## config.mk

```make
export PLATFORM = sky130hd
export DESIGN_NAME = lsu_top
export DESIGN_NICKNAME = d
export VERILOG_FILES = /design/src/lsu_pkg.sv /design/src/lsu_issue.sv /design/src/lsu_mem.sv /design/src/lsu_queue.sv /design/src/lsu_top.sv
export VERILOG_INCLUDE_DIRS = /design/src
export SDC_FILE = /design/constraint.sdc
export NUM_CORES = 1
export LEC_CHECK = 0
export BUFFER_PORTS_ARGS = -buffer_cell sky130_fd_sc_hd__clkbuf_2
export CORE_MARGIN = 4
export CORE_UTILIZATION = 57
export CTS_CLUSTER_SIZE = 16
export DETAILED_ROUTE_END_ITERATION = 8
export HOLD_SLACK_MARGIN = 0.08
export PLACE_DENSITY = 0.82
export SLEW_MARGIN = 20
export SYNTH_ARGS = -nofsm -noshare
export SYNTH_HDL_FRONTEND = slang
export SYNTH_SLANG_ARGS = --single-unit
```

## constraint.sdc

```tcl
create_clock -name clk_i -period 3.6 [get_ports clk_i]
set_clock_uncertainty 0.1 [all_clocks]
set_input_delay 0.72 -clock clk_i [delete_from_list [all_inputs] [get_ports clk_i]]
set_output_delay 0.72 -clock clk_i [all_outputs]
set_load 0.01 [all_outputs]
```

## src/lsu_params.svh

```systemverilog
`ifndef LSU_PARAMS_SVH
`define LSU_PARAMS_SVH

////////////////////////////////////////////////////////////
// Load/store path sizing
////////////////////////////////////////////////////////////

// Request queue entries, also the credits held after reset.
`define LSU_QDEPTH 4

// Credit counter width. Must hold the value LSU_QDEPTH.
`define LSU_CRW 3

////////////////////////////////////////////////////////////
// Bus
////////////////////////////////////////////////////////////

`define LSU_DW 32                     // Data bus width.

`endif

```

## src/lsu_pkg.sv

```systemverilog
package lsu_pkg;

   ////////////////////////////////////////////////////////////
   // Encodings
   ////////////////////////////////////////////////////////////

   // Bits 31:28 of the instruction word. Other codes are ALU types.
   typedef enum logic [3:0] {
      T_LOAD  = 4'h8,
      T_STORE = 4'h9
   } ir_type_e;

   typedef enum logic [1:0] {
      MOP_NONE  = 2'd0,
      MOP_LOAD  = 2'd1,
      MOP_STORE = 2'd2
   } mem_op_e;

   typedef enum logic [1:0] {
      SZ_WORD = 2'd0,
      SZ_HALF = 2'd1,
      SZ_BYTE = 2'd2
   } mem_size_e;

   typedef enum logic [1:0] {
      MS_IDLE  = 2'd0,
      MS_LOAD  = 2'd1,
      MS_STORE = 2'd2
   } ms_state_e;

   ////////////////////////////////////////////////////////////
   // Records
   ////////////////////////////////////////////////////////////

   typedef struct packed {
      logic [31:0] ir;                 // Instruction word.
      logic [31:0] result;             // ALU result or address.
      logic [31:0] data;               // Store data.
      logic [1:0]  reg_write;
   } exec_in_t;

   typedef struct packed {
      mem_op_e     op;
      mem_size_e   size;
      logic [31:0] adr;                // Result for MOP_NONE.
      logic [31:0] data;
      logic [1:0]  reg_write;
   } mem_req_t;

   typedef struct packed {
      logic [31:0] result;
      logic [1:0]  reg_write;
      mem_op_e     op;
   } wb_t;

endpackage

```

## src/lsu_issue.sv

```systemverilog
`timescale 1ns/10ps
`include "lsu_params.svh"

module lsu_issue (
   input  logic              clk_i,
   input  logic              rst_i,
   input  logic              issue_valid_i,
   input  lsu_pkg::exec_in_t issue_i,
   input  logic              credit_i,
   output logic              stall_o,
   output logic              req_valid_o,
   output lsu_pkg::mem_req_t req_o
);

   import lsu_pkg::*;

   localparam logic [`LSU_CRW-1:0] CREDIT_INIT = `LSU_CRW'(`LSU_QDEPTH);

   logic [`LSU_CRW-1:0] credits;
   logic                accept;
   ir_type_e            ir_type;
   mem_op_e             dec_op;
   mem_size_e           dec_size;

   ////////////////////////////////////////////////////////////
   // Decode
   ////////////////////////////////////////////////////////////

   always_comb
   begin
      ir_type = ir_type_e'(issue_i.ir[31:28]);
      case (ir_type)
         T_LOAD:  dec_op = MOP_LOAD;
         T_STORE: dec_op = MOP_STORE;
         default: dec_op = MOP_NONE;   // ALU types pass through.
      endcase
      case (issue_i.ir[25:24])
         2'd1:    dec_size = SZ_HALF;
         2'd2:    dec_size = SZ_BYTE;
         default: dec_size = SZ_WORD;
      endcase
   end

   ////////////////////////////////////////////////////////////
   // Credits and request register
   ////////////////////////////////////////////////////////////

   assign stall_o = (credits == '0);             // Queue may be full.
   assign accept  = issue_valid_i & ~stall_o;

   always_ff @(posedge clk_i or posedge rst_i)
   begin
      if (rst_i)
      begin
         credits     <= CREDIT_INIT;
         req_valid_o <= 1'b0;
      end
      else
      begin
         req_valid_o <= accept;
         case ({accept, credit_i})
            2'b10:   credits <= credits - 1'b1;  // Send spends one.
            2'b01:   credits <= credits + 1'b1;  // Return from queue.
            default: credits <= credits;
         endcase
      end
   end

   always_ff @(posedge clk_i)
   begin
      if (accept)
      begin
         req_o.op        <= dec_op;
         req_o.size      <= dec_size;
         req_o.adr       <= issue_i.result;
         req_o.data      <= issue_i.data;
         req_o.reg_write <= issue_i.reg_write;
      end
   end

endmodule

```

## src/lsu_mem.sv

```systemverilog
`timescale 1ns/10ps
`include "lsu_params.svh"

module lsu_mem (
   input  logic              clk_i,
   input  logic              rst_i,
   input  logic              q_valid_i,
   input  lsu_pkg::mem_req_t q_head_i,
   input  logic              bus_ack_i,
   input  logic [`LSU_DW-1:0] bus_dat_i,
   output logic              q_pop_o,
   output logic              bus_cyc_o,
   output logic              bus_we_o,
   output logic [31:0]       bus_adr_o,
   output logic [3:0]        bus_sel_o,
   output logic [`LSU_DW-1:0] bus_dat_o,
   output logic              wb_valid_o,
   output lsu_pkg::wb_t      wb_o
);

   import lsu_pkg::*;

   ms_state_e   state;
   mem_req_t    req_q;                         // Held for the whole bus cycle.
   logic        busy;
   logic        ack;
   logic [31:0] load_data;

   assign busy      = (state != MS_IDLE);
   assign ack       = busy & bus_ack_i;
   assign q_pop_o   = (state == MS_IDLE) & q_valid_i;
   assign bus_cyc_o = busy;
   assign bus_we_o  = (state == MS_STORE);
   assign bus_adr_o = req_q.adr;

   ////////////////////////////////////////////////////////////
   // Lanes, big-endian
   ////////////////////////////////////////////////////////////

   always_comb
   begin
      case (req_q.size)
         SZ_HALF: bus_sel_o = req_q.adr[1] ? 4'b0011 : 4'b1100;
         SZ_BYTE:
            case (req_q.adr[1:0])
               2'b00:   bus_sel_o = 4'b1000;
               2'b01:   bus_sel_o = 4'b0100;
               2'b10:   bus_sel_o = 4'b0010;
               default: bus_sel_o = 4'b0001;
            endcase
         default: bus_sel_o = 4'b1111;
      endcase
   end

   always_comb
   begin
      case (req_q.size)
         SZ_HALF: bus_dat_o = {2{req_q.data[15:0]}};
         SZ_BYTE: bus_dat_o = {4{req_q.data[7:0]}};
         default: bus_dat_o = req_q.data;
      endcase
   end

   // Right-align the selected lanes, zero-extended.
   always_comb
   begin
      case (req_q.size)
         SZ_HALF:
            load_data = {16'h0, req_q.adr[1] ? bus_dat_i[15:0] : bus_dat_i[31:16]};
         SZ_BYTE:
            case (req_q.adr[1:0])
               2'b00:   load_data = {24'h0, bus_dat_i[31:24]};
               2'b01:   load_data = {24'h0, bus_dat_i[23:16]};
               2'b10:   load_data = {24'h0, bus_dat_i[15:8]};
               default: load_data = {24'h0, bus_dat_i[7:0]};
            endcase
         default: load_data = bus_dat_i;
      endcase
   end

   ////////////////////////////////////////////////////////////
   // FSM
   ////////////////////////////////////////////////////////////

   always_ff @(posedge clk_i or posedge rst_i)
   begin
      if (rst_i)
      begin
         state      <= MS_IDLE;
         wb_valid_o <= 1'b0;
      end
      else
      begin
         wb_valid_o <= 1'b0;
         case (state)
            MS_IDLE:
               if (q_pop_o)
               begin
                  case (q_head_i.op)
                     MOP_LOAD:  state <= MS_LOAD;
                     MOP_STORE: state <= MS_STORE;
                     default:   wb_valid_o <= 1'b1;   // No bus cycle.
                  endcase
               end
            MS_LOAD, MS_STORE:
               if (bus_ack_i)
               begin
                  state      <= MS_IDLE;
                  wb_valid_o <= 1'b1;
               end
            default: state <= MS_IDLE;
         endcase
      end
   end

   // Request latch and writeback record.
   always_ff @(posedge clk_i)
   begin
      if (q_pop_o)
         req_q <= q_head_i;
      if (q_pop_o && q_head_i.op == MOP_NONE)
      begin
         wb_o.result    <= q_head_i.adr;
         wb_o.reg_write <= q_head_i.reg_write;
         wb_o.op        <= q_head_i.op;
      end
      else if (ack)
      begin
         wb_o.result    <= (req_q.op == MOP_LOAD) ? load_data : req_q.adr;
         wb_o.reg_write <= req_q.reg_write;
         wb_o.op        <= req_q.op;
      end
   end

endmodule

```

## src/lsu_queue.sv

```systemverilog
`timescale 1ns/10ps
`include "lsu_params.svh"

module lsu_queue (
   input  logic              clk_i,
   input  logic              rst_i,
   input  logic              push_i,
   input  lsu_pkg::mem_req_t push_data_i,
   input  logic              pop_i,
   output logic              valid_o,
   output lsu_pkg::mem_req_t head_o,
   output logic              credit_o
);

   import lsu_pkg::*;

   localparam int unsigned   AW   = (`LSU_QDEPTH > 1) ? $clog2(`LSU_QDEPTH) : 1;
   localparam logic [AW-1:0] LAST = AW'(`LSU_QDEPTH - 1);

   mem_req_t      entries [`LSU_QDEPTH];
   logic [AW-1:0] rd_ptr;
   logic [AW-1:0] wr_ptr;
   logic [AW:0]   count;
   logic          pop;

   assign valid_o = (count != '0);
   assign head_o  = entries[rd_ptr];
   assign pop     = pop_i & valid_o;           // Ignore pop on empty.

   ////////////////////////////////////////////////////////////
   // Pointers and occupancy
   ////////////////////////////////////////////////////////////

   always_ff @(posedge clk_i or posedge rst_i)
   begin
      if (rst_i)
      begin
         rd_ptr   <= '0;
         wr_ptr   <= '0;
         count    <= '0;
         credit_o <= 1'b0;
      end
      else
      begin
         credit_o <= pop;                      // One credit per entry taken.
         if (push_i)
            wr_ptr <= (wr_ptr == LAST) ? '0 : wr_ptr + 1'b1;
         if (pop)
            rd_ptr <= (rd_ptr == LAST) ? '0 : rd_ptr + 1'b1;
         case ({push_i, pop})
            2'b10:   count <= count + 1'b1;
            2'b01:   count <= count - 1'b1;
            default: count <= count;
         endcase
      end
   end

   // Storage. The credit rule keeps pushes off a full queue.
   always_ff @(posedge clk_i)
   begin
      if (push_i)
         entries[wr_ptr] <= push_data_i;
   end

endmodule

```

## src/lsu_top.sv

```systemverilog
`timescale 1ns/10ps
`include "lsu_params.svh"

module lsu_top (
   input  logic               clk_i,
   input  logic               rst_i,
   input  logic               issue_valid_i,
   input  lsu_pkg::exec_in_t  issue_i,
   output logic               stall_o,
   output logic               bus_cyc_o,
   output logic               bus_we_o,
   output logic [31:0]        bus_adr_o,
   output logic [3:0]         bus_sel_o,
   output logic [`LSU_DW-1:0] bus_dat_o,
   input  logic               bus_ack_i,
   input  logic [`LSU_DW-1:0] bus_dat_i,
   output logic               wb_valid_o,
   output lsu_pkg::wb_t       wb_o
);

   import lsu_pkg::*;

   logic     req_valid;
   mem_req_t req;
   logic     credit_ret;
   logic     q_valid;
   mem_req_t q_head;
   logic     q_pop;

   lsu_issue u_issue (
      .clk_i         (clk_i),
      .rst_i         (rst_i),
      .issue_valid_i (issue_valid_i),
      .issue_i       (issue_i),
      .credit_i      (credit_ret),
      .stall_o       (stall_o),
      .req_valid_o   (req_valid),
      .req_o         (req)
   );

   lsu_queue u_queue (
      .clk_i       (clk_i),
      .rst_i       (rst_i),
      .push_i      (req_valid),
      .push_data_i (req),
      .pop_i       (q_pop),
      .valid_o     (q_valid),
      .head_o      (q_head),
      .credit_o    (credit_ret)
   );

   lsu_mem u_mem (
      .clk_i      (clk_i),
      .rst_i      (rst_i),
      .q_valid_i  (q_valid),
      .q_head_i   (q_head),
      .bus_ack_i  (bus_ack_i),
      .bus_dat_i  (bus_dat_i),
      .q_pop_o    (q_pop),
      .bus_cyc_o  (bus_cyc_o),
      .bus_we_o   (bus_we_o),
      .bus_adr_o  (bus_adr_o),
      .bus_sel_o  (bus_sel_o),
      .bus_dat_o  (bus_dat_o),
      .wb_valid_o (wb_valid_o),
      .wb_o       (wb_o)
   );

endmodule

```

== After elaboration in Yosys (flattened, before gate mapping) ==
Memory sizes are Yosys's and may differ from the RTL's.
Index checks and enable logic that the tools add are counted.
Cells by class
  $add $sub $neg: 6
  eq/ne operators: 22
  multiplexer cells: 26
  bitwise operators: 5
  reduce and logical (&&, ||, !) cells: 13
Operators with widths (count)
  $pmux W32 S2: 2
  $mux W36: 2
  $mux W32: 1
  $pmux W8 S3: 1
  $eq A2 B2 Y1 const B: 9
  $eq A2 B1 Y1 const B: 8
  $mux W16: 1
  $pmux W2 S2: 4
  $pmux W3 S2: 2
  $pmux W4 S3: 1
  $eq A4 B4 Y1 const B: 2
  $mux W2: 4
  $pmux W4 S2: 1
  $reduce_bool A2 Y1: 4
  $add A3 B1 Y3 const B: 2
  $logic_not A2 Y1: 3
  $sub A3 B1 Y3 const B: 2
  $mux W1: 5
  $add A2 B1 Y2 const B: 2
  $and A1 B1 Y1: 4
  $mux W4: 1
  $reduce_or A2 Y1: 2
  $logic_not A3 Y1: 1
  $ne A3 B3 Y1 const B: 1
  7 further kinds: 7
Word-level totals
  register bits after elaboration: 191
  bits in writable memories: 280
  input port bits: 134
  output and inout bits: 108
  memories: 1
Memory list
  u_queue.entries: depth 4, width 70, rd ports 1, clocked after memory_dff 0, wr ports 1, RTL line lsu_queue.sv:20  | mem_req_t entries [`LSU_QDEPTH];

== Logic depth before layout (Yosys ltp) ==
Gate-level depths: netlist of the first run.
  depth in word-level cells: 6
  gate-level depth with buffers: 9

== Cells and area by module ==
Synthesis of the first run repeated with hierarchy kept, for this count alone.
Second synthesis, totals
  cell total of the unflattened synthesis: 973
  area, all modules: 18600.3 µm²
By module, submodules not included
  lsu_queue: times used 1, cells each 407, area each 10633.9 µm², sequential area each 8608.3 µm²
  lsu_mem: times used 1, cells each 476, area each 5627.9 µm², sequential area each 3258.1 µm²
  lsu_issue: times used 1, cells each 90, area each 2338.5 µm², sequential area each 2203.4 µm²

== Worst setup path before layout of the first run ==
OpenSTA, ideal clock, no wires.
  kind: register to register
  from: reg u_mem.state[0]
  to: reg u_mem.req_q (netlist bit u_mem.bus_adr_o[0]), enable pin
  library setup time: 0.440 ns
  arrival time: 2.411 ns
  slack: 0.649 ns
  cell stages (with the launch flop): 4
  path through: dfrtp_1 -> inv_1 -> ha_1 -> o31a_1
Between the ends
  cells in the longest elaborated chain, start to end: 2
Ends and longest elaborated chain
  start: declaration: RTL line lsu_mem.sv:23  | ms_state_e state;
  start signal: assignment: RTL line lsu_mem.sv:89  | state <= MS_IDLE;
  start signal: assignment: RTL line lsu_mem.sv:100  | MOP_LOAD: state <= MS_LOAD;
  start signal: assignment: RTL line lsu_mem.sv:101  | MOP_STORE: state <= MS_STORE;
  $logic_not A2 Y1: RTL line lsu_mem.sv:31  | assign q_pop_o = (state == MS_IDLE) & q_valid_i;
  $and A1 B1 Y1: RTL line lsu_mem.sv:31
  via q_pop: RTL line lsu_top.sv:28  | logic q_pop;
  end signal: assignment: RTL line lsu_mem.sv:120  | req_q <= q_head_i;
  end: declaration: RTL line lsu_mem.sv:24  | mem_req_t req_q;
The timed path passes the listed nets, and every way through them passes these cells.
A chain may end at the register's enable or synchronous reset.

== Worst setup path after layout of the first run ==
  from: reg u_mem.req_q[67] (netlist name)
  to: out bus_dat_o[16]
Between the ends
  cells in the longest elaborated chain, start to end: 2
Ends and longest elaborated chain
  $eq A2 B2 Y1 or $eq A2 B1 Y1 (tied branches): RTL line lsu_mem.sv:57  | case (req_q.size)
  $pmux W32 S2 *: RTL line lsu_mem.sv:57
  end: declaration: RTL line lsu_top.sv:14  | output logic [`LSU_DW-1:0] bus_dat_o,
Mark *: on every way between the ends. The rest lies on a longest branch, timed or not.

==> results.md, run 1 <==
- Status: finished clean
- Final HPWL DP: 25000 µm
- I/O Buffers: 215
- Final instance area: 20700 µm²
- Final Critical Period: approximately 3300 ps
- Most frequent cells in the layout: edfxtp_1, clkbuf_2, mux4_2
- Clock Power Share: 22.7%
- Worst hold path class: input port to asynchronous set/reset pin
- I/O pin total: 242
- Setup TNS: 0 ps
- R2R Path Start: u_mem.req_q[66]
- Pwr dens: about 970 nW/µm²
- Clock transition at path regs: approximately 60 ps
- Main synth FF type: edfxtp_1
- Die Span Y: 186 µm
- Hold_ws: approximately 110 ps
- DR iter-0 viols: 804
- Worst-path fanout max: 14
- Largest net degree at the start of global routing: 70
- CTS H-tree depth: 2
- Synth Instances: 928
- Synth Warn #: 0
- Longest Clk Path Bufs: 3
- Fin crit share: 92.6%
- Main combinational cell family by area after synthesis: multiplexers
- Rel. slew slack: 33.0%
- Async set-or-reset flop fraction in the synthesized netlist: 3.18%
- Fmax achieved: 0.300 GHz
- Placed cells: 1473
- Final Total Pwr: 0.0201 W
- FP Rows: 64
- Vias: 9325
- Top cells by area, synth: edfxtp_1, mux4_2, dfrtp_1
- Vias in the first global route: between 9k and 10k
- Synthesized area: 18100 µm²
- Layout area overhead: 14.7%
- Max Slew Vio Count: 0
- Simple-gate share of the synthesized area: 3.06%
- Yosys reg bits: 471
- Share of power burned in registers: 45.7%
- Number of setup buffers added after CTS: 0
- XOR/XNOR Fraction of Synth Area: 0.291%
- Internal: roughly 0.013 W
- Layout cells sized above 1: 33.6%
- Global-route total usage across every layer: 22.6%
- Nets: about 1.3k
- Leak: about 7.4 nW
- Final setup vio count: 0
- Worst skew pair latency: 530 ps
- Initial Util: 58.5%
- Area of placed instances: 19300 µm²
- Reg2reg end: u_mem.wb_o[5]
- Worst Reg-to-Reg Cells: 6
- Initial antenna violation count: 3
- Commonest non-fill, non-tap cell in the layout: edfxtp_1
- RSZ-0062 raised after global routing: false
- Switching power: 0.00670 W
- Die Wd: 186 µm
- Synth area leader: edfxtp_1
- Post-CTS sizing: 0
- Total global routing overflow: 0
- Mux cell area share after synthesis: 9.35%
- Adder-cell share of the synthesized area: 1.19%
- Die area: 34600 µm²
- Final cell count without fillers: between 1.5k and 2k
- Synth Area in Compound Gates: under 10%
- First-pass GRT wire length: ~58000 µm
- Post-route ant nets: 0
- Post-route DRC: 0
- Slew @ Worst Pin: 1010 ps
- Fill count: 2045
- Switching part of the total: 33.4%
- Root Driver: clkbuf_16
- Drt via density: 5.99
- First-pass iteration count of the detailed router: 4
- Sequential area share after synthesis: 77.8%
- Synth Net Count: 1078
- Final Hold Fails: 0
- CP Class: flip-flop to primary output
- Syn_area_per_cell: 19.5 µm²
- CORE AREA: 30900 µm²
- CTS Sinks: 471
- Number of max-cap violations: 0
- Worst R2R Setup Slack: between 900 and 1000 ps
- Num CTS Buffers: 47
- Gate power share: 31.7%
- Final WL: 38900 µm
- VDD IR-drop max: 778 µV
- N_diodes: 0
- Startpoint Class: flip-flop
- Post-CTS Hold Fix Bufs: 0
- Wire per inst: between 20 and 25 µm
- CTS tree: built
- Required time of the worst setup path: about 2800 ps
- Synth top area share: between 70% and 80%
- GPL Wtd Cong: 0.972
- Post-synth EDFFs: approximately 460
- WP data arrival: 2510 ps
- Worst setup EP type: primary output
- Unique masters post-synth: 45
## state kept, by name, indices dropped and copies added, names as in the netlist
| name | flops |
|---|---|
| u_mem.bus_adr_o | 32 |
| u_queue.rd_ptr | 2 |
| u_queue.wr_ptr | 2 |
| u_mem.state | 2 |
| u_queue.count | 3 |
| u_issue.req_valid_o | 1 |
| u_queue.entries | 280 |
| u_mem.wb_valid_o | 1 |
| u_mem.wb_o | 36 |
| u_mem.req_q | 38 |
| u_issue.credits | 3 |
| u_queue.credit_o | 1 |
| u_issue.req_o | 70 |
## worst max-delay path by stage
stage | startpoint | slack (ps) | depth (start not counted) | endpoint
after floorplan | u_mem.state[0] | 650 | 3 | u_mem.bus_adr_o[0]
after global placement | u_mem.req_q[67] | 830 | 6 | bus_dat_o[16]
after detailed placement | u_mem.req_q[67] | 800 | 6 | bus_dat_o[16]
after CTS | u_mem.req_q[67] | 210 | 6 | bus_dat_o[16]
after global routing | u_mem.req_q[67] | 120 | 6 | bus_dat_o[16]
final | u_mem.req_q[67] | 270 | 6 | bus_dat_o[16]
## through the flow
step | worst slack, ps | util [%]
after detailed placement | 796 | 62.5
after floorplan | 649 | -
after global placement | 826 | 62.5
final | 266 | 67.1
after CTS | 214 | 67.1
after global routing | 124 | 67.1
## synthesized netlist by cell type, types with 2 or more instances
cell	count
buf_4	43
nand2_1	67
clkbuf_1	13
buf_6	13
a21oi_1	10
o21ai_2	3
dfrtp_1	14
a31oi_1	8
buf_2	14
and3_1	9
ha_1	14
fa_1	2
mux2i_1	8
a22oi_1	9
inv_1	20
nor2b_1	4
o21bai_1	3
and2_1	4
mux2_2	3
or2_2	2
o21ai_0	47
nand3_1	8
nor2_1	13
edfxtp_1	456
a21o_1	2
nor3_1	2
a221oi_1	16
nand2b_1	3
a22o_1	10
xor2_1	4
o21ai_1	20
mux4_2	70
xnor2_1	2
## kinds of logic after synthesis
| family | after synthesis |
|---|---|
| flip-flops | 471 |
| AO/OA/AOI/OAI | 131 |
| AND/OR/NAND/NOR | 119 |
| buffers and inverters | 104 |
| multiplexers | 81 |
| adder cells (fa/ha/maj) | 16 |
| XOR/XNOR | 6 |
## power by group through the flow
stage | Combinational [W] | Clock, W | Sequential [W]
3_3_place_gp | 0.00626 | 0 | 0.00916
6_report | 0.00635 | 0.00455 | 0.00916
4_1_cts | 0.00645 | 0.00464 | 0.00915
5_1_grt | 0.00693 | 0.00489 | 0.00929
3_5_place_dp | 0.00641 | 0 | 0.00923
2_1_floorplan | 0.00445 | 0 | 0.00896
## area by class of cell
class	instances	area (µm²)	area share, %
sequential	471	14100	67.9
clock inverter	28	179	0.863
timing repair buffer	233	1300	6.26
tap	396	495	2.39
clock buffer	57	1260	6.06
multi-input combinational	353	3360	16.2
inverter	20	76.3	0.368
## critical path, cell delays in order, from the launching register on
cell      delay (ps)
edfxtp_1         400
inv_1             70
ha_1             590
or2_2            340
nand2_1           70
o21ai_0          300
clkbuf_2         200
## per-layer routing
layer	GRT usage [%]	wire, µm
met5	0	40
met4	5.80	891
met3	5.24	3450
met2	36.8	19000
met1	31.7	15600
(Power assumes the default switching activity.)
==> inputs of run 2 (changes only) <==
--- a/config.mk
+++ b/config.mk
@@ -8,12 +8,13 @@
 export LEC_CHECK = 0
 export BUFFER_PORTS_ARGS = -buffer_cell sky130_fd_sc_hd__clkbuf_2
 export CORE_MARGIN = 4
-export CORE_UTILIZATION = 57
+export CORE_UTILIZATION = 62
 export CTS_CLUSTER_SIZE = 16
 export DETAILED_ROUTE_END_ITERATION = 8
 export HOLD_SLACK_MARGIN = 0.08
-export PLACE_DENSITY = 0.82
+export PLACE_DENSITY = 0.88
 export SLEW_MARGIN = 20
 export SYNTH_ARGS = -nofsm -noshare
 export SYNTH_HDL_FRONTEND = slang
+export SYNTH_HIERARCHICAL = 1
 export SYNTH_SLANG_ARGS = --single-unit
==> constraint.sdc (replaced) <==
create_clock -name clk_i -period 4.2 [get_ports clk_i]
set_clock_uncertainty 0.1 [all_clocks]
set_input_delay 0.84 -clock clk_i [delete_from_list [all_inputs] [get_ports clk_i]]
set_output_delay 0.84 -clock clk_i [all_outputs]
set_load 0.01 [all_outputs]
==> run 2 against run 1 <==
Compared with the run above: cell count rose by 2.2%; count of clock-buffer cells in the layout rose by 5; wire length rose by 1.3%; area after synthesis rose by 2.9%; largest cell class unchanged; sequential power fell by 15%; first-iteration DRC count rose by 31%; critical endpoint is now bus_sel_o[1]; highest routed layer unchanged; sequential cell count did not move; hold slack improved by 260 ps; setup slack improved by 580 ps.
==> results.md, run 2 <==
- Worst skew pair latency: 530 ps (about the same)
- CTS Sinks: 471 (unchanged)
- I/O pin total: 242 (unchanged)
- Root Driver: clkbuf_16
- Number of max-cap violations: 0 (unchanged)
- VDD IR-drop max: 604 µV (-22%)
- Max Slew Vio Count: 0 (unchanged)
- Clock transition at path regs: 60 ps (about the same)
- Crit. Startpoint: u_mem/req_q[67]
- Final setup vio count: 0 (unchanged)
- WP data arrival: 2410 ps (-100 ps)
- Final Total Pwr: 0.0176 W (-12%)
- Worst Reg-to-Reg Cells: 6 (unchanged)
- Vias in the first global route: 9969 (+4.6%)
- Synthesized area: 18600 µm² (+2.9%)
- Max FFs per register: 280 (unchanged)
- Post-route DRC: 0 (unchanged)
- Layout area overhead: 13.5%
- Synth Warn #: 6 (+6)
- Main synth FF type: edfxtp_1
- Top-count cell post-synth: edfxtp_1
- Num CTS Buffers: 45 (-4.3%)
- CP Class: flip-flop to primary output
- Total global routing overflow: 0 (unchanged)
- Most frequent cells in the layout: edfxtp_1, clkbuf_2, mux4_2
- Longest Clk Path Bufs: 3 (unchanged)
- Slew @ Worst Pin: 1080 ps (+71.6 ps)
- CTS H-tree depth: 2 (unchanged)
- R2R Path Start: u_queue/rd_ptr[1]
- Synth area leader: edfxtp_1
- Layout cells sized above 1: 34.1% (+0.46 points)
- Reg2reg end: u_mem/wb_o[2]
- Regs by FF count: u_queue/entries: 280 flops, u_issue/req_o: 70 flops, u_mem/req_q: 38 flops
- Most instantiated cells after synthesis: edfxtp_1, mux4_2, nand2_1
- Sequential area share after synthesis: 75.6% (-2.2 points)
- Post-route ant nets: 0 (unchanged)
- Synth top area share: 73.6% (-2.1 points)
- I/O Buffers: 215 (unchanged)
- Nets: 1317 (+3.2%)
- End point of the critical path: bus_sel_o[1]
- First-pass GRT wire length: 60000 µm (+3.2%)
- Rel. slew slack: 28.2% (-4.8 points)
- Top cells by area, synth: edfxtp_1, mux4_2, dfrtp_1
- RSZ-0062 raised after global routing: false
- Die Wd: 181 µm (-2.6%)
- Global-route total usage across every layer: 23.9% (+1.3 points)
- Initial Util: 62.8% (+4.3 points)
- Worst R2R Setup Slack: 1120 ps (+130 ps)
- CORE AREA: 29600 µm² (-4.1%)
- Die area: 32800 µm² (-5.2%)
- Pwr dens: 835 nW/µm² (-14%)
- Hold path depth: 1
- Worst setup EP type: primary output
- PnR worst setup slack: 849 ps (+583 ps)
- Post-synth EDFFs: 456 (unchanged)
- Reg with most FFs: u_queue/entries
- Vias: 9840 (+5.5%)
- Final Critical Period: 3350 ps
- Yosys reg bits: 471 (unchanged)
- FP Rows: 63 (-1.6%)
- Drt via density: 6.18 (+3.3%)
- Fmax achieved: ~0.30 GHz
- Status: finished clean
- Worst hold path class: input port to flip-flop
- Leak: 7.55 nW (+1.5%)
- Final HPWL DP: 24600 µm (-1.4%)
- Final Hold Fails: 0 (unchanged)
- Async set-or-reset flop fraction in the synthesized netlist: 3.18% (unchanged)
- Synth Instances: 973 (+4.8%)
- Unique masters post-synth: 57 (+27%)
- Fin crit share: 79.8%
- Wire per inst: 24.8 µm (-0.90%)
- Post-CTS sizing: 0 (unchanged)
- Die Span Y: 181 µm (-2.6%)
- Startpoint Class: flip-flop
- Commonest non-fill, non-tap cell in the layout: edfxtp_1
- Synth Net Count: 1124 (+4.3%)
- N_diodes: 0 (unchanged)
- Setup slack at placement: 1130 ps (+332 ps)
- Initial antenna violation count: 2 (-1)
- Largest net degree at the start of global routing: 64 (-8.6%)
- Required time of the worst setup path: 3260 ps (+480 ps)
- Final WL: 39400 µm (+1.3%)
- DR iter-0 viols: 1055 (+31%)
- CTS tree: built
- First-pass iteration count of the detailed router: 5 (+1)
- Syn_area_per_cell: 19.1 µm² (-1.9%)
- Setup TNS: 0 ps (unchanged)
- GPL Wtd Cong: 0.959 (-1.3%)
- Worst-path fanout max: 47 (+33)
[run 2: cell count changes after synthesis, sizes merged, moves of 9 or more]
cell and change:
a211oi +16, a21oi -9, a221oi -16, buf +10
nand3 +9, nor2 +23, nor3 +14, nor3b +17
o21ai -40
[run 2: timing repair]
item | CTS | global route
hold buffers | 1 | 0
hold endpoints to repair | 3 | 0
buffers inserted | 0 | 0
[run 2: cell families (layout without fill, tap and decap cells)]
logic type | Yosys count | after routing | synth area share (%)
AO/OA/AOI/OAI | 105 | 105 | 4.38
XOR/XNOR | 6 | 6 | 0.283
adder cells (fa/ha/maj) | 17 | 17 | 1.22
buffers and inverters | 114 | 343 | 4.25
flip-flops | 471 | 471 | 75.6
multiplexers | 82 | 82 | 9.24
AND/OR/NAND/NOR | 178 | 178 | 4.98
[run 2: power breakdown]
part	switching, W	internal [W]
clock network	0.00165	0.00230
logic	0.00365	0.00222
registers	0.000728	0.00710
total	0.00602	0.0116
[run 2: layout make-up]
cell class / instances / area [µm²]
well taps: 390 / 488
repair buffers: 238 / 1250
fillers: 1765 / 8520
clock inverters: 21 / 181
flip-flops and latches: 471 / 14100
inverters: 22 / 83.8
multi-input cells: 388 / 3760
clock buffers: 62 / 1270
[run 2: how the worst min path moves through the flow]
stage,startpoint,endpoint,slack (ps)
after global routing,issue_i[7],u_issue/req_o[7],350
final,issue_i[39],u_issue/req_o[39],380
after global placement,u_issue/req_o[54],u_queue/entries[0][54],370
after floorplan,u_queue/count[2],u_queue/count[2],340
after CTS,issue_i[1],u_issue/req_o[1],350
after detailed placement,u_issue/req_o[44],u_queue/entries[1][44],390
[run 2: per-layer routing]
layer	GRT usage (%)	wire length [µm]	vias to the layer above	part of all wire [%]
met5	0	15	-	0.038
met4	7.15	1180	4	3.0
met3	5.03	3950	84	10
met2	40.3	20000	633	51
met1	32.0	14300	4924	36
li1	-	-	4195	-
[run 2: worst max-delay path: stages, from the launching register on]
cell and delay, ps:
edfxtp_1 390, ha_2 560, buf_4 540, o21bai_1 210
clkbuf_2 150
[run 2: stage by stage]
step	area, µm²	hold WS (ps)	std cells	util (%)
5_1_grt	21100	354	1592	71.3
3_5_place_dp	19700	385	1508	66.3
6_report	21100	375	1592	71.3
4_1_cts	21100	355	1592	71.2
2_1_floorplan	18600	343	973	-
3_3_place_gp	19700	366	1508	66.3
==> inputs of run 3 (changes only) <==
--- a/config.mk
+++ b/config.mk
@@ -8,11 +8,11 @@
 export LEC_CHECK = 0
 export BUFFER_PORTS_ARGS = -buffer_cell sky130_fd_sc_hd__clkbuf_2
 export CORE_MARGIN = 4
-export CORE_UTILIZATION = 62
+export CORE_UTILIZATION = 52
 export CTS_CLUSTER_SIZE = 16
 export DETAILED_ROUTE_END_ITERATION = 8
 export HOLD_SLACK_MARGIN = 0.08
-export PLACE_DENSITY = 0.88
+export PLACE_DENSITY = 0.79
 export SLEW_MARGIN = 20
 export SYNTH_ARGS = -nofsm -noshare
 export SYNTH_HDL_FRONTEND = slang
==> constraint.sdc (replaced) <==
create_clock -name clk_i -period 3.08 [get_ports clk_i]
set_clock_uncertainty 0.1 [all_clocks]
set_input_delay 0.616 -clock clk_i [delete_from_list [all_inputs] [get_ports clk_i]]
set_output_delay 0.616 -clock clk_i [all_outputs]
set_load 0.01 [all_outputs]
==> run 3 against run 2 <==
Compared with the run above: count of clock-buffer cells in the layout shrank 4; clock power grew 43%; design area grew 1.5%; non-clock buffer count up 2; sequential cell count unchanged; hold slack lost 250 ps; global-route usage decreased by 3.4 points; via count fell by 1.5%; critical path depth did not move; critical endpoint is now bus_dat_o[13]; highest routed layer unchanged.
==> results.md, run 3 (same netlist as run 2, synthesis figures left out) <==
- CTS H-tree depth: 2 (unchanged)
- Worst hold path class: input port to flip-flop
- Longest Clk Path Bufs: 3 (unchanged)
- Max Slew Vio Count: 0 (unchanged)
- Root Driver: clkbuf_16
- GPL Wtd Cong: 0.932 (-2.8%)
- Nets: 1321 (+0.30%)
- First-pass GRT wire length: 60300 µm (+0.53%)
- Worst setup EP type: primary output
- Placed cells: 1581 (+4.8%)
- Vias in the first global route: 9902 (-0.67%)
- Post-route ant nets: 0 (unchanged)
- DR iter-0 viols: 783 (-26%)
- Number of setup buffers added after CTS: 0 (unchanged)
- Slew @ Worst Pin: 1090 ps (+11.3 ps)
- Crit. Startpoint: u_mem/req_q[67]
- R2R Path Start: u_queue/rd_ptr[0]
- Reg with most FFs: u_queue/entries
- Bufs and invs on worst path: 1 (-1)
- Final cell count without fillers: 1668 (+4.8%)
- CTS Sinks: 471 (unchanged)
- Clock transition at path regs: 60 ps (about the same)
- Worst-path fanout max: 35 (-26%)
- Total global routing overflow: 0 (unchanged)
- Global-route total usage across every layer: 20.5% (-3.4 points)
- Final setup vio count: 0 (unchanged)
- First-pass iteration count of the detailed router: 5 (unchanged)
- Cell family with most CP delay: adder cells
- Initial antenna violation count: 2 (unchanged)
- Final Total Pwr: 0.0245 W (+39%)
- Final instance area: 21400 µm² (+1.5%)
- Most frequent cells in the layout: edfxtp_1, clkbuf_2, mux4_2
- WP data arrival: 2260 ps (-150 ps)
- Final WL: 39800 µm (+0.82%)
- CP Class: flip-flop to primary output
- RSZ-0062 raised after global routing: false
- Critical Path, Cell by Cell: ha_4 > or2_1 > a22o_1 > clkbuf_2
- Required time of the worst setup path: 2360 ps (-900 ps)
- Die area: 38900 µm² (+18%)
- Rel. slew slack: 27.5% (-0.76 points)
- Die Span Y: 197 µm (+8.8%)
- VDD IR-drop max: 744 µV (+23%)
- Hold wc startpoint: issue_i[2]
- Final HPWL DP: 25300 µm (+2.8%)
- Max FFs per register: 280 (unchanged)
- Drt via density: 5.81 (-6.0%)
- Num CTS Buffers: 47 (+4.4%)
- Post-route DRC: 0 (unchanged)
- Critical path's slowest cell: ha_4
- Pwr dens: 1150 nW/µm² (+37%)
- Layout area overhead: 15.2%
- Fmax achieved: 0.336 GHz
- Area of placed instances: 19900 µm² (+1.2%)
- Final Hold Fails: 0 (unchanged)
- Leak: 7.60 nW (+0.77%)
- Regs by FF count: u_queue/entries: 280 flops, u_issue/req_o: 70 flops, u_mem/req_q: 38 flops
- Setup TNS: 0 ps (unchanged)
- Wire per inst: 23.8 µm (-3.8%)
- Initial Util: 52.5% (-10 points)
- CORE AREA: 35400 µm² (+19%)
- Layout cells sized above 1: 34.8% (+0.72 points)
- I/O pin total: 242 (unchanged)
- CTS tree: built
- Die Wd: 197 µm (+8.8%)
- I/O Buffers: 215 (unchanged)
- Number of max-cap violations: 0 (unchanged)
- Vias: 9689 (-1.5%)
- Fin crit share: 96.5%
- Final Critical Period: 2970 ps
- Status: finished clean
- Commonest non-fill, non-tap cell in the layout: edfxtp_1
- Worst skew pair latency: 560 ps (+30 ps)
- Delay of the slowest critical-path stage: 540 ps (-20 ps)
- FP Rows: 69 (+9.5%)
- Startpoint Class: flip-flop
- Largest net degree at the start of global routing: 72 (+13%)
==> run 3: cell count changes in the layout (fill, tap and decap cells not counted), moves of 3 or more <==
cell | previous run | this run
buf_4 | 22 | 16
clkbuf_8 | 4 | 0
buf_12 | 0 | 8
bufinv_16 | 3 | 6
==> run 3: final cells by class <==
type | instances | area (µm²)
flip-flops and latches | 471 | 14100
diodes | 1 | 2.50
inverters | 22 | 87.6
multi-input cells | 388 | 3790
clock buffers | 58 | 1240
fillers | 2503 | 14000
repair buffers | 240 | 1370
clock inverters | 27 | 294
well taps | 461 | 577
==> run 3: final timing paths <==
kind | endpoint | slack [ps] | cells past startpoint
worst max-delay path | bus_dat_o[13] | 110 | 4
worst min-delay path | u_issue/req_o[2] | 120 | 1
worst max register to register | u_mem/wb_o[19] | 520 | 7
worst min register to register | u_queue/count[2] | 370 | 1
max in group asynchronous | u_queue/rd_ptr[1] | 2130 | 3
min in group asynchronous | u_mem/state[0] | 370 | 3
==> run 3: timing repair <==
| action | 4_1_cts | 5_1_grt |
|---|---|---|
| pin swaps | 0 | 0 |
| hold buffers | 1 | 0 |
| resized for setup | 1 | 2 |
| endpoints found under the setup margin | 6 | 9 |
| endpoints found under the hold margin | 15 | 0 |
| gates cloned | 0 | 0 |
==> run 3: metal layers <==
layer	vias to the layer above	global-route usage, %	wire length, µm
li1	4206	-	-
met1	4871	28.7	15500
met2	540	33.3	19400
met3	70	4.26	3820
met4	2	6.14	1000
met5	-	0	13
==> run 3: where the power goes <==
| part | leakage, nW | internal, W | switching [W] | total (W) |
|---|---|---|---|---|
| Combinational | 2.42 | 0.00320 | 0.00512 | 0.00832 |
| Clock | 0.740 | 0.00336 | 0.00229 | 0.00565 |
| Sequential | 4.45 | 0.00968 | 0.000902 | 0.0106 |
| Total | 7.60 | 0.0162 | 0.00832 | 0.0245 |
==> run 3: metrics by stage <==
stage | hold slack, ps | setup slack [ps] | utilization [%]
final | 125 | 107 | 60.5
after global placement | 362 | 584 | 56.2
after CTS | 95.0 | 8.47 | 60.5
after detailed placement | 362 | 509 | 56.2
after global routing | 102 | 9.52 | 60.5
after floorplan | 270 | -19.3 | -
